**src/cpuPkg.sv**
```systemverilog
`default_nettype none

package cpuPkg;

  // ------------------------------------------------------------
  // Widths and sizes
  // ------------------------------------------------------------
  localparam int dataWidth    = 16;  // Datapath and register width
  localparam int instWidth    = 32;  // Instruction word
  localparam int regCount     = 16;
  localparam int regAddrWidth = 4;   // Low 4 bits of the 5-bit reg field
  localparam int memDepth     = 64;  // Halfwords
  localparam int memAddrWidth = 6;   // Low bits of effective address
  localparam int shamtWidth   = 5;

  // Register i comes out of reset holding i * regResetStep
  localparam int regResetStep = 10;

  // ------------------------------------------------------------
  // Encodings
  // ------------------------------------------------------------
  // Primary opcode, instruction bits 31:26
  typedef enum logic [5:0] {
    opRtype = 6'b000000,
    opLh    = 6'b100001,
    opSh    = 6'b101001,
    opAddi  = 6'b001000,
    opAndi  = 6'b001100,
    opOri   = 6'b001101,
    opSlti  = 6'b001010,
    opLui   = 6'b001111
  } opcodeT;

  // R-type function field, bits 5:0
  typedef enum logic [5:0] {
    fnAdd = 6'b100000,
    fnSub = 6'b100010,
    fnAnd = 6'b100100,
    fnOr  = 6'b100101,
    fnNor = 6'b100111,
    fnSlt = 6'b101010,
    fnSll = 6'b000000,
    fnSrl = 6'b000010
  } functT;

  // Internal ALU operation, decoder to execute
  typedef enum logic [3:0] {
    aluAdd,
    aluSub,
    aluAnd,
    aluOr,
    aluNor,
    aluSlt,
    aluSll,
    aluSrl,
    aluPassB  // lui, B straight through
  } aluOpT;

endpackage

`default_nettype wire

```
**src/aluCore.sv**
```systemverilog
`timescale 1ns/10ps
`default_nettype none

module aluCore (
  input  wire logic [cpuPkg::dataWidth-1:0]   opA,
  input  wire logic [cpuPkg::dataWidth-1:0]   opB,
  input  cpuPkg::aluOpT                       aluOp,
  input  wire logic [cpuPkg::shamtWidth-1:0]  shamt,
  output logic      [cpuPkg::dataWidth-1:0]   aluResult,
  output logic                                aluOverflow
);

  localparam int msb = cpuPkg::dataWidth - 1;

  logic [cpuPkg::dataWidth-1:0] sum;
  logic [cpuPkg::dataWidth-1:0] diff;
  logic                         addOvf, subOvf;
  logic                         lessThan;

  // ------------------------------------------------------------
  // Arithmetic
  // ------------------------------------------------------------
  assign sum  = opA + opB;
  assign diff = opA - opB;

  // Same-sign operands, sign of sum flips
  assign addOvf = (opA[msb] == opB[msb]) && (sum[msb] != opA[msb]);
  // Opposite signs, result sign differs from A
  assign subOvf = (opA[msb] != opB[msb]) && (diff[msb] != opA[msb]);

  assign lessThan = opA < opB;  // Unsigned compare

  always_comb begin
    case (aluOp)
      cpuPkg::aluAdd:   aluResult = sum;
      cpuPkg::aluSub:   aluResult = diff;
      cpuPkg::aluAnd:   aluResult = opA & opB;
      cpuPkg::aluOr:    aluResult = opA | opB;
      cpuPkg::aluNor:   aluResult = ~(opA | opB);
      cpuPkg::aluSlt:   aluResult = {{msb{1'b0}}, lessThan};
      cpuPkg::aluSll:   aluResult = opB << shamt;  // Logical, B operand
      cpuPkg::aluSrl:   aluResult = opB >> shamt;
      cpuPkg::aluPassB: aluResult = opB;
      default:          aluResult = '0;
    endcase
  end

  // Flag only meaningful for add and sub
  always_comb begin
    case (aluOp)
      cpuPkg::aluAdd: aluOverflow = addOvf;
      cpuPkg::aluSub: aluOverflow = subOvf;
      default:        aluOverflow = 1'b0;
    endcase
  end

endmodule

`default_nettype wire

```
**src/regFile.sv**
```systemverilog
`timescale 1ns/10ps
`default_nettype none

module regFile (
  input  wire logic                              clk,
  input  wire logic                              arstN,
  input  wire logic [cpuPkg::regAddrWidth-1:0]   rs,
  input  wire logic [cpuPkg::regAddrWidth-1:0]   rt,
  output logic      [cpuPkg::dataWidth-1:0]      rdA,
  output logic      [cpuPkg::dataWidth-1:0]      rdB,
  input  wire logic                              wrEn,
  input  wire logic [cpuPkg::regAddrWidth-1:0]   wrAddr,
  input  wire logic [cpuPkg::dataWidth-1:0]      wrData
);

  logic [cpuPkg::dataWidth-1:0] regs [cpuPkg::regCount];

  // ------------------------------------------------------------
  // Storage
  // ------------------------------------------------------------
  always_ff @(posedge clk or negedge arstN) begin
    if (!arstN) begin
      // Preload i * step, reg 0 lands on zero
      for (int i = 0; i < cpuPkg::regCount; i++) begin
        regs[i] <= cpuPkg::dataWidth'(i * cpuPkg::regResetStep);
      end
    end else if (wrEn && (wrAddr != '0)) begin
      regs[wrAddr] <= wrData;  // r0 stays hardwired
    end
  end

  // Read ports, combinational
  assign rdA = regs[rs];
  assign rdB = regs[rt];

endmodule

`default_nettype wire

```
**src/dataMem.sv**
```systemverilog
`timescale 1ns/10ps
`default_nettype none

module dataMem (
  input  wire logic                              clk,
  input  wire logic                              arstN,
  input  wire logic [cpuPkg::memAddrWidth-1:0]   memAddr,
  input  wire logic [cpuPkg::dataWidth-1:0]      memWrData,
  input  wire logic                              memWe,
  output logic      [cpuPkg::dataWidth-1:0]      memRdData
);

  logic [cpuPkg::dataWidth-1:0] mem [cpuPkg::memDepth];

  // Halfword array, cleared on reset
  always_ff @(posedge clk or negedge arstN) begin
    if (!arstN) begin
      for (int i = 0; i < cpuPkg::memDepth; i++) begin
        mem[i] <= '0;
      end
    end else if (memWe) begin
      mem[memAddr] <= memWrData;  // sh
    end
  end

  assign memRdData = mem[memAddr];  // Same-cycle read for lh

endmodule

`default_nettype wire

```
**src/instDecoder.sv**
```systemverilog
`timescale 1ns/10ps
`default_nettype none

module instDecoder (
  input  wire logic                              clk,
  input  wire logic                              arstN,
  input  wire logic [cpuPkg::instWidth-1:0]      inst,
  input  wire logic                              instValid,
  output cpuPkg::aluOpT                          decAluOp,
  output logic                                   decValid,
  output logic                                   decUseImm,
  output logic      [cpuPkg::dataWidth-1:0]      decImm,
  output logic      [cpuPkg::regAddrWidth-1:0]   decRs,
  output logic      [cpuPkg::regAddrWidth-1:0]   decRt,
  output logic      [cpuPkg::regAddrWidth-1:0]   decRd,
  output logic      [cpuPkg::shamtWidth-1:0]     decShamt,
  output logic                                   decRegWrite,
  output logic                                   decDestIsRd,
  output logic                                   decMemRead,
  output logic                                   decMemWrite,
  output logic                                   decIllegal,
  output logic                                   decCheckOvf
);

  logic [5:0] opcode;
  logic [5:0] funct;

  cpuPkg::aluOpT aluOp;
  logic useImm, regWrite, destIsRd, memRead, memWrite, illegalOp, checkOvf;

  assign opcode = inst[31:26];
  assign funct  = inst[5:0];

  // ------------------------------------------------------------
  // Control table
  // ------------------------------------------------------------
  always_comb begin
    aluOp     = cpuPkg::aluAdd;  // Defaults, also the lh/sh address add
    useImm    = 1'b0;
    regWrite  = 1'b0;
    destIsRd  = 1'b0;
    memRead   = 1'b0;
    memWrite  = 1'b0;
    illegalOp = 1'b0;
    checkOvf  = 1'b0;
    case (opcode)
      cpuPkg::opRtype: begin
        regWrite = 1'b1;
        destIsRd = 1'b1;
        case (funct)
          cpuPkg::fnAdd: begin
            aluOp    = cpuPkg::aluAdd;
            checkOvf = 1'b1;
          end
          cpuPkg::fnSub: begin
            aluOp    = cpuPkg::aluSub;
            checkOvf = 1'b1;
          end
          cpuPkg::fnAnd: aluOp = cpuPkg::aluAnd;
          cpuPkg::fnOr:  aluOp = cpuPkg::aluOr;
          cpuPkg::fnNor: aluOp = cpuPkg::aluNor;
          cpuPkg::fnSlt: aluOp = cpuPkg::aluSlt;
          cpuPkg::fnSll: aluOp = cpuPkg::aluSll;  // Shifts rt by shamt
          cpuPkg::fnSrl: aluOp = cpuPkg::aluSrl;
          default: begin
            illegalOp = 1'b1;  // Unknown funct, no writes
            regWrite  = 1'b0;
            destIsRd  = 1'b0;
          end
        endcase
      end
      cpuPkg::opLh: begin
        useImm   = 1'b1;
        regWrite = 1'b1;
        memRead  = 1'b1;
      end
      cpuPkg::opSh: begin
        useImm   = 1'b1;
        memWrite = 1'b1;  // rt goes to memory
      end
      cpuPkg::opAddi: begin
        useImm   = 1'b1;
        regWrite = 1'b1;
        checkOvf = 1'b1;
      end
      cpuPkg::opAndi: begin
        aluOp    = cpuPkg::aluAnd;
        useImm   = 1'b1;
        regWrite = 1'b1;
      end
      cpuPkg::opOri: begin
        aluOp    = cpuPkg::aluOr;
        useImm   = 1'b1;
        regWrite = 1'b1;
      end
      cpuPkg::opSlti: begin
        aluOp    = cpuPkg::aluSlt;
        useImm   = 1'b1;
        regWrite = 1'b1;
      end
      cpuPkg::opLui: begin
        aluOp    = cpuPkg::aluPassB;  // 16-bit immediate as is
        useImm   = 1'b1;
        regWrite = 1'b1;
      end
      default: illegalOp = 1'b1;
    endcase
  end

  // ------------------------------------------------------------
  // Stage register
  // ------------------------------------------------------------
  always_ff @(posedge clk or negedge arstN) begin
    if (!arstN) begin
      decValid    <= 1'b0;
      decRegWrite <= 1'b0;
      decMemWrite <= 1'b0;
      decMemRead  <= 1'b0;
      decIllegal  <= 1'b0;
      decCheckOvf <= 1'b0;
    end else begin
      decValid <= instValid;  // One-cycle strobe follows the word
      if (instValid) begin
        decRegWrite <= regWrite;
        decMemWrite <= memWrite;
        decMemRead  <= memRead;
        decIllegal  <= illegalOp;
        decCheckOvf <= checkOvf;
      end
    end
  end

  // Operand fields
  always_ff @(posedge clk) begin
    if (instValid) begin
      decAluOp    <= aluOp;
      decUseImm   <= useImm;
      decDestIsRd <= destIsRd;
      decImm      <= inst[15:0];
      decRs       <= inst[24:21];  // Bit 25 dropped, 16 regs
      decRt       <= inst[19:16];
      decRd       <= inst[14:11];
      decShamt    <= inst[10:6];
    end
  end

endmodule

`default_nettype wire

```
**src/execStage.sv**
```systemverilog
`timescale 1ns/10ps
`default_nettype none

module execStage (
  input  wire logic                              clk,
  input  wire logic                              arstN,
  input  wire logic                              decValid,
  input  cpuPkg::aluOpT                          decAluOp,
  input  wire logic                              decUseImm,
  input  wire logic [cpuPkg::dataWidth-1:0]      decImm,
  input  wire logic [cpuPkg::regAddrWidth-1:0]   decRs,
  input  wire logic [cpuPkg::regAddrWidth-1:0]   decRt,
  input  wire logic [cpuPkg::regAddrWidth-1:0]   decRd,
  input  wire logic [cpuPkg::shamtWidth-1:0]     decShamt,
  input  wire logic                              decRegWrite,
  input  wire logic                              decDestIsRd,
  input  wire logic                              decMemRead,
  input  wire logic                              decMemWrite,
  input  wire logic                              decIllegal,
  input  wire logic                              decCheckOvf,
  output logic                                   resultValid,
  output logic      [cpuPkg::dataWidth-1:0]      result,
  output logic                                   overflow,
  output logic                                   illegal
);

  logic [cpuPkg::dataWidth-1:0]    rdA, rdB;
  logic [cpuPkg::dataWidth-1:0]    opB;
  logic [cpuPkg::dataWidth-1:0]    aluResult;
  logic                            aluOverflow;
  logic [cpuPkg::dataWidth-1:0]    memRdData;
  logic [cpuPkg::dataWidth-1:0]    wbData;
  logic [cpuPkg::regAddrWidth-1:0] wrAddr;
  logic                            wrEn, memWe;

  assign opB    = decUseImm ? decImm : rdB;             // Immediate or rt
  assign wbData = decMemRead ? memRdData : aluResult;   // lh takes memory
  assign wrAddr = decDestIsRd ? decRd : decRt;          // rd for R-type
  assign wrEn   = decValid & decRegWrite;
  assign memWe  = decValid & decMemWrite;

  // ------------------------------------------------------------
  // Datapath blocks
  // ------------------------------------------------------------
  regFile regs (
    .clk(clk), .arstN(arstN),
    .rs(decRs), .rt(decRt), .rdA(rdA), .rdB(rdB),
    .wrEn(wrEn), .wrAddr(wrAddr), .wrData(wbData)
  );

  aluCore alu (
    .opA(rdA), .opB(opB), .aluOp(decAluOp), .shamt(decShamt),
    .aluResult(aluResult), .aluOverflow(aluOverflow)
  );

  dataMem mem (
    .clk(clk), .arstN(arstN),
    .memAddr(aluResult[cpuPkg::memAddrWidth-1:0]),  // Halfword index
    .memWrData(rdB), .memWe(memWe), .memRdData(memRdData)
  );

  // Status flags
  always_ff @(posedge clk or negedge arstN) begin
    if (!arstN) begin
      resultValid <= 1'b0;
      overflow    <= 1'b0;
      illegal     <= 1'b0;
    end else begin
      resultValid <= decValid;
      if (decValid) begin
        overflow <= decCheckOvf & aluOverflow;  // Still written back
        illegal  <= decIllegal;
      end
    end
  end

  // Result, zero for an illegal word
  always_ff @(posedge clk) begin
    if (decValid) result <= decIllegal ? '0 : wbData;
  end

endmodule

`default_nettype wire

```
**src/cpuTop.sv**
```systemverilog
`timescale 1ns/10ps
`default_nettype none

module cpuTop (
  input  wire logic                          clk,
  input  wire logic                          arstN,
  input  wire logic [cpuPkg::instWidth-1:0]  inst,
  input  wire logic                          instValid,
  output logic                               resultValid,
  output logic      [cpuPkg::dataWidth-1:0]  result,
  output logic                               overflow,
  output logic                               illegal
);

  // ------------------------------------------------------------
  // Decode to execute
  // ------------------------------------------------------------
  cpuPkg::aluOpT                     decAluOp;
  logic                              decValid, decUseImm;
  logic [cpuPkg::dataWidth-1:0]      decImm;
  logic [cpuPkg::regAddrWidth-1:0]   decRs, decRt, decRd;
  logic [cpuPkg::shamtWidth-1:0]     decShamt;
  logic                              decRegWrite, decDestIsRd;
  logic                              decMemRead, decMemWrite;
  logic                              decIllegal, decCheckOvf;

  instDecoder dec (
    .clk(clk), .arstN(arstN), .inst(inst), .instValid(instValid),
    .decValid(decValid), .decAluOp(decAluOp), .decUseImm(decUseImm),
    .decImm(decImm), .decRs(decRs), .decRt(decRt), .decRd(decRd),
    .decShamt(decShamt), .decRegWrite(decRegWrite), .decDestIsRd(decDestIsRd),
    .decMemRead(decMemRead), .decMemWrite(decMemWrite),
    .decIllegal(decIllegal), .decCheckOvf(decCheckOvf)
  );

  execStage exec (
    .clk(clk), .arstN(arstN),
    .decValid(decValid), .decAluOp(decAluOp), .decUseImm(decUseImm),
    .decImm(decImm), .decRs(decRs), .decRt(decRt), .decRd(decRd),
    .decShamt(decShamt), .decRegWrite(decRegWrite), .decDestIsRd(decDestIsRd),
    .decMemRead(decMemRead), .decMemWrite(decMemWrite),
    .decIllegal(decIllegal), .decCheckOvf(decCheckOvf),
    .resultValid(resultValid), .result(result),
    .overflow(overflow), .illegal(illegal)
  );

endmodule

`default_nettype wire

```
**config.mk**
```make
export PLATFORM = sky130hd
export DESIGN_NAME = cpuTop
export DESIGN_NICKNAME = d
export VERILOG_FILES = /design/src/cpuPkg.sv /design/src/aluCore.sv /design/src/regFile.sv /design/src/dataMem.sv /design/src/instDecoder.sv /design/src/execStage.sv /design/src/cpuTop.sv
export SDC_FILE = /design/constraint.sdc
export NUM_CORES = 2
export LEC_CHECK = 0
export ABC_CLOCK_PERIOD_IN_PS = 10500
export BUFFER_PORTS_ARGS = -buffer_cell sky130_fd_sc_hd__buf_2
export CAP_MARGIN = 20
export CORE_UTILIZATION = 35
export CTS_BUF_LIST = sky130_fd_sc_hd__clkbuf_16
export DETAILED_ROUTE_END_ITERATION = 6
export HOLD_SLACK_MARGIN = 0.1
export PLACE_DENSITY_LB_ADDON = 0.2
export SYNTH_ARGS = -nofsm -noshare
export SYNTH_HDL_FRONTEND = slang
export SYNTH_SLANG_ARGS = --single-unit
```
**constraint.sdc**
```tcl
create_clock -name clk -period 10.5 [get_ports clk]
set_clock_uncertainty 0.2 [all_clocks]
set_input_delay 0.525 -clock clk [delete_from_list [all_inputs] [get_ports clk]]
set_output_delay 0.525 -clock clk [all_outputs]
set_load 0.01 [all_outputs]
```
### Word-level counts from Yosys, hierarchy flattened

Index checks and enable logic that the tools add are counted.

| word-level totals | value |
|---|---|
| word-level logic and storage cells | 189 |
| input port bits | 35 |
| register bits after elaboration | 1344 |
| output and inout bits | 19 |

| operators by class | value |
|---|---|
| order comparisons | 7 |
| bitwise operators | 10 |
| reductions and logical operators | 13 |
| equality and inequality tests | 26 |
| add/subtract/negate cells | 2 |
| multiplexer cells | 31 |
| shifts and indexed selects | 2 |

Operator list:

| kind | number |
|---|---|
| bitwise mux 1024 bit | 1 |
| bitwise mux 256 bit | 1 |
| 2-to-1 mux 16 bit | 10 |
| case mux 16 bit (9 select lines) | 1 |
| binary-select mux 16 bit (select 4 bit) | 2 |
| binary-select mux 16 bit (select 6 bit) | 1 |
| demux 16 bit (select 6 bit) | 1 |
| demux 16 bit (select 4 bit) | 1 |
| equality test 6 bit (second input constant) | 8 |
| equality test 6 x 4 -> 1 bit (second input constant) | 5 |
| case mux 3 bit (7 select lines) | 1 |
| case mux 4 bit (5 select lines) | 1 |
| adder 16 bit | 1 |
| bitwise AND 16 bit | 1 |
| equality test 4 x 3 -> 1 bit (second input constant) | 4 |
| less-than comparator 16 bit | 1 |
| NOT 16 bit | 1 |
| OR 16 bit | 1 |
| left shift 16 x 5 -> 16 bit | 1 |
| >> shifter 16 x 5 -> 16 bit | 1 |
| subtractor 16 bit | 1 |
| >= comparator 5 bit (second input constant) | 3 |
| NOT 4 -> 5 bit | 3 |
| logical NOT 6 bit | 2 |
| other kinds (21) | 38 |

### Longest topological paths before layout

| logic depth | value |
|---|---|
| word-level depth | 14 |
| depth in mapped cells | 31 |

### Cells and area by module

A second synthesis with hierarchy kept.

| second synthesis, totals | value |
|---|---|
| cell total of the unflattened synthesis | 5107 |
| area, all modules | 66672.7 um^2 |

Modules (own cells, without submodules):

| module | sequential area each (um^2) | instances | area an instance (um^2) | cells each |
|---|---|---|---|---|
| dataMem | 25624.6 | 1 | 46599.7 | 3467 |
| regFile | 6465.0 | 1 | 13249.0 | 844 |
| aluCore | 0.0 | 1 | 4130.2 | 607 |
| instDecoder | 1051.0 | 1 | 1520.2 | 107 |
| execStage | 555.5 | 1 | 1173.6 | 82 |

### Least setup slack after synthesis

OpenSTA, ideal clock, no wires.

| path | value |
|---|---|
| path type | register -> register |
| from | register dec.decRs[0] (netlist bit) |
| to | register exec.result[3] (netlist bit), data pin |
| cell stages (with the launch flop) | 23 |
| clock period less this slack | 7289 ps |
| setup slack | 3211 ps |
| data arrival time | 6823 ps |
| path through | edfxtp_1 clkbuf_1 buf_1 mux4_2 mux4_2 inv_1 ha_1 fa_1 nor2b_1 o31a_1 o41a_1 o21ai_1 o31ai_1 a22o_1 nor4_2 nor3_2 a221oi_1 o22ai_1 a22o_1 or4_1 a222oi_1 buf_4 nor2_1 |

| between the ends | value |
|---|---|
| cells in the longest elaborated chain, start to end | 12 |

RTL lines:

| element | line | RTL |
|---|---|---|
| start, declared | instDecoder.sv:13 | `output logic [cpuPkg::regAddrWidth-1:0] decRs,` |
| start signal, assigned | instDecoder.sv:140 | `decRs <= inst[24:21];` |
| NOT 4 -> 5 bit (implied by the code) * | regFile.sv:33 | `assign rdA = regs[rs];` |
| binary-select mux 16 bit (select 4 bit) * | regFile.sv:33 |  |
| 2-to-1 mux 16 bit (implied by the code) * (2 in series) | regFile.sv:33 |  |
| parallel branches: the longest is 2 deep, another holds subtractor 16 bit | n/a |  |
| case mux 16 bit (9 select lines) * | aluCore.sv:34 | `case (aluOp)` |
| NOT 6 -> 7 bit (implied by the code) | dataMem.sv:26 | `assign memRdData = mem[memAddr];` |
| binary-select mux 16 bit (select 6 bit) | dataMem.sv:26 |  |
| 2-to-1 mux 16 bit (implied by the code) (2 in series) | dataMem.sv:26 |  |
| 2-to-1 mux 16 bit * | execStage.sv:37 | `assign wbData = decMemRead ? memRdData : aluResult;` |
| end signal, assigned | execStage.sv:79 | `if (decValid) result <= decIllegal ? '0 : wbData;` |
| end, declared | execStage.sv:22 | `output logic [cpuPkg::dataWidth-1:0] result,` |

Mark *: on every way between the ends. The select of a mux whose other input is x is not followed.
A chain may end at the register's enable or synchronous reset.

### Final worst setup path

| path | value |
|---|---|
| from | register dec.decRt[1] (netlist bit) |
| to | register exec.result[0] (netlist bit), data pin |

| between the ends | value |
|---|---|
| cells in the longest elaborated chain, start to end | 13 |

RTL lines:

| element | line | RTL |
|---|---|---|
| start, declared | instDecoder.sv:14 | `output logic [cpuPkg::regAddrWidth-1:0] decRt,` |
| start signal, assigned | instDecoder.sv:141 | `decRt <= inst[19:16];` |
| NOT 4 -> 5 bit (implied by the code) * | regFile.sv:34 | `assign rdB = regs[rt];` |
| binary-select mux 16 bit (select 4 bit) * | regFile.sv:34 |  |
| 2-to-1 mux 16 bit (implied by the code) * (2 in series) | regFile.sv:34 |  |
| 2-to-1 mux 16 bit * | execStage.sv:36 | `assign opB = decUseImm ? decImm : rdB;` |
| parallel branches: the longest is 2 deep, another holds subtractor 16 bit | n/a |  |
| case mux 16 bit (9 select lines) * | aluCore.sv:34 |  |
| NOT 6 -> 7 bit (implied by the code) | dataMem.sv:26 |  |
| binary-select mux 16 bit (select 6 bit) | dataMem.sv:26 |  |
| 2-to-1 mux 16 bit (implied by the code) (2 in series) | dataMem.sv:26 |  |
| 2-to-1 mux 16 bit * | execStage.sv:37 |  |

Marked as above.

==> qor.csv <==
metric,value,unit
layout-area-overhead-vs-synth,13.7,%
die_h,436,um
core.rowCount,159,
routabilityCongestion,0.957,
endpoint_kind,flop,
wl,257000,um
max_freq,0.111,GHz
fin_tns_setup,0,ns
grt-ovfl-total,0,
pwr-share-comb,0.225,
p_int,0.00932,W
pin_count,54,
crit_buf_inv,3,
dr_total_vias,54400,
path_depth,21,
synth.cells.most_frequent,"nand2_1, dfrtp_1, o21ai_0",
holdCritPathClass,in -> async,
clk-insertion-delay-late,0.83,ns
nets,7006,
violations,DRC,
die_w,436,um
via_per_inst,5.69,
synth_edf_count,46,
path_clk_slew,0.06,ns
netlist_area,66000,um2
timing.final.crit_share,0.862,
synth.most_common_cell,nand2_1,
synth_top_area_cell,dfrtp_1,
cp.arrival,9.49,ns
synthesis.nets,7100,
slew_violations,0,
cts-root-buf,clkbuf_16,
synthTopCellsByArea,"dfrtp_1, nand2_1, o21ai_0, mux4_2, mux2i_1",
antenna_found_initial,9,
placed_cell_area,69600,um2
grt_max_degree,176,
drc_errors,1,
syn_area_per_cell,9.41,um2
cts_buffer_depth,3,
worst_pin_slew,1.27,ns
async_flop_share,0.966,
layout_setup_ws,1.45,ns
ant_nets,0,
reg2reg_to,exec.result[0],
drt_iter0_markers,5507,
reg2regPathDepth,21,
power_density,188,nW/um2
syn_inst,7014,
cts-htree-levels,4,
final_area,75000,um2
p_leak,31.5,nW
tritoncts,built,
yosys_warnings,0,
slowest_delay,0.86,ns
final_core_util,0.400,
ir_drop,0.141,mV
cts.sinks,1335,
rsz0062_at_grt,false,
avgRoutedWirePerCell,26.9,um
dr.pass1.iters,7,
relSlewSlack,0.139,
r2r_start,dec.decRt[1],
hold_slack,0.168,ns
synth_seq_cells,1335,
switching_share,0.338,
p_clk_frac,0.376,
cp-start-kind,flop,
cts_resized,0,
pre_cts_slack,1.67,ns
cp.required,10.94,ns
reg2reg_setup_slack,1.45,ns
synth.distinct_cells,101,
start_util,0.352,
critPathMaxFanout,16,
fin_crit,9.05,ns
final-hold-violation-count,0,
setup_violations,0,
grt_usage,0.267,
dieArea,190000,um2
maxCapViolations,0,
cts.hold.buffers_added,38,
grt_pass1_wl,377000,um
hpwlAfterDp,165000,um
critPathKind,reg -> reg,
slowest_stage,edfxtp_1,
power_switching,0.00476,W
post-synth-top-area-fraction,0.471,
core,188000,um2
crit_chain,nor2_1 > buf_4 > a221oi_1 > a32o_1 > mux2i_1 > ha_1 > inv_1 > o21ai_0 > or3_1 > o21ai_1 > o31ai_1 > a22o_1 > or4_1 > buf_4 > a21oi_4 > a221oi_1 > o22ai_1 > mux2i_1 > o2111a_1 > o211a_1 > nor3b_1,
post_cts_buffers,0,
outcome,finished with violations,
path_delay_family,compound AO/OA/AOI/OAI gates,
grt_pass1_vias,52500,
drive_gt1_frac,0.131,
numPortBuffers,51,
ys.flop_type,dfrtp_1,
numCtsBuffers,154,
seq_power_share,0.400,
synth-seq-area-share,0.510,
sequential cells by signal, indices dropped and copies added (netlist names), 3 cells and up:
signal	count
dec.decRd	3
dec.decShamt	4
dec.decImm	9
dec.decRt	4
exec.mem.mem	1024
exec.result	16
dec.decAluOp	4
dec.decRs	4
exec.regs.regs	256
routing by layer:
| metal | global-route usage | vias up | share of wire |
|---|---|---|---|
| li1 | - | 24700 | - |
| met1 | 0.358 | 27200 | 0.43 |
| met2 | 0.416 | 1940 | 0.45 |
| met3 | 0.0511 | 562 | 0.068 |
| met4 | 0.127 | 6 | 0.054 |
| met5 | 0 | - | 0.00014 |
cell families (layout without fill, tap and decap cells):
logic type	Yosys count	in the layout	share of synthesized area
DFF	1335	1335	0.510
and+or+nand+nor	2288	2288	0.143
buffers and inverters	702	737	0.0438
adders and majority gates	51	51	0.00989
muxes	471	471	0.0948
AOI/OAI and AO/OA	2163	2163	0.197
xor gates and xnor gates	4	4	0.000531
other	0	6	0
cell type report:
| class | instances | area (um2) |
|---|---|---|
| Antenna cell | 6 | 15.0 |
| Timing Repair Buffer | 384 | 3280 |
| Sequential cell | 1335 | 33700 |
| Clock inverter | 130 | 1040 |
| Inverter | 68 | 255 |
| Multi-Input combinational cell | 4977 | 29800 |
| Clock buffer | 155 | 3880 |
| Fill cell | 18600 | 113000 |
| Tap cell | 2495 | 3120 |
how the worst max path moves through the flow:
stage	from	endpoint	slack, ns
6_report	dec.decRt[1]	exec.result[0]	1.45
5_1_grt	dec.decRt[1]	exec.result[7]	1.27
4_1_cts	dec.decRt[1]	exec.result[0]	1.61
3_5_place_dp	dec.decRt[1]	exec.result[0]	1.67
3_3_place_gp	dec.decRt[0]	exec.result[3]	1.68
2_1_floorplan	dec.decRs[0]	exec.result[3]	3.21
power groups by stage:
stage	Combinational [W]	Clock [W]	Sequential [W]
after floorplan	0.00166	0	0.00565
after global placement	0.00307	0	0.00571
after detailed placement	0.00308	0	0.00572
after CTS	0.00310	0.00539	0.00563
after global routing	0.00330	0.00559	0.00566
final	0.00316	0.00529	0.00563
per-stage QoR:
step	std cells	total power, W
after floorplan	7014	0.00731
after global placement	9217	0.00878
after detailed placement	9218	0.00880
after CTS	9541	0.0141
after global routing	9545	0.0145
final	9550	0.0141
cells in the final DEF, fill, tap and decap left out, drive strengths merged, types with 17 or more instances in the layout:
cell	netlist	layout
a221oi	86	86
edfxtp	46	46
mux2	132	132
o2bb2ai	28	28
a31oi	37	37
a211oi	47	47
nor2b	20	20
a22o	19	19
a32oi	17	17
mux4	110	110
o21ai	1248	1248
dfrtp	1242	1242
and3	28	28
clkbuf	481	155
dfstp	47	47
ha	49	49
a221o	21	21
o221ai	18	18
o22ai	46	46
a22oi	93	93
mux2i	229	229
nor3	32	32
nand3	134	134
dlygate4sd3	0	38
a21o	19	19
and2	25	25
nand2	1687	1687
nor2	244	244
inv	68	123
clkinv	0	61
a21oi	255	255
nand2b	20	20
nand4	17	17
a311oi	28	28
o211ai	20	20
buf	153	346
No activity file was read; power rests on OpenSTA's default activity.
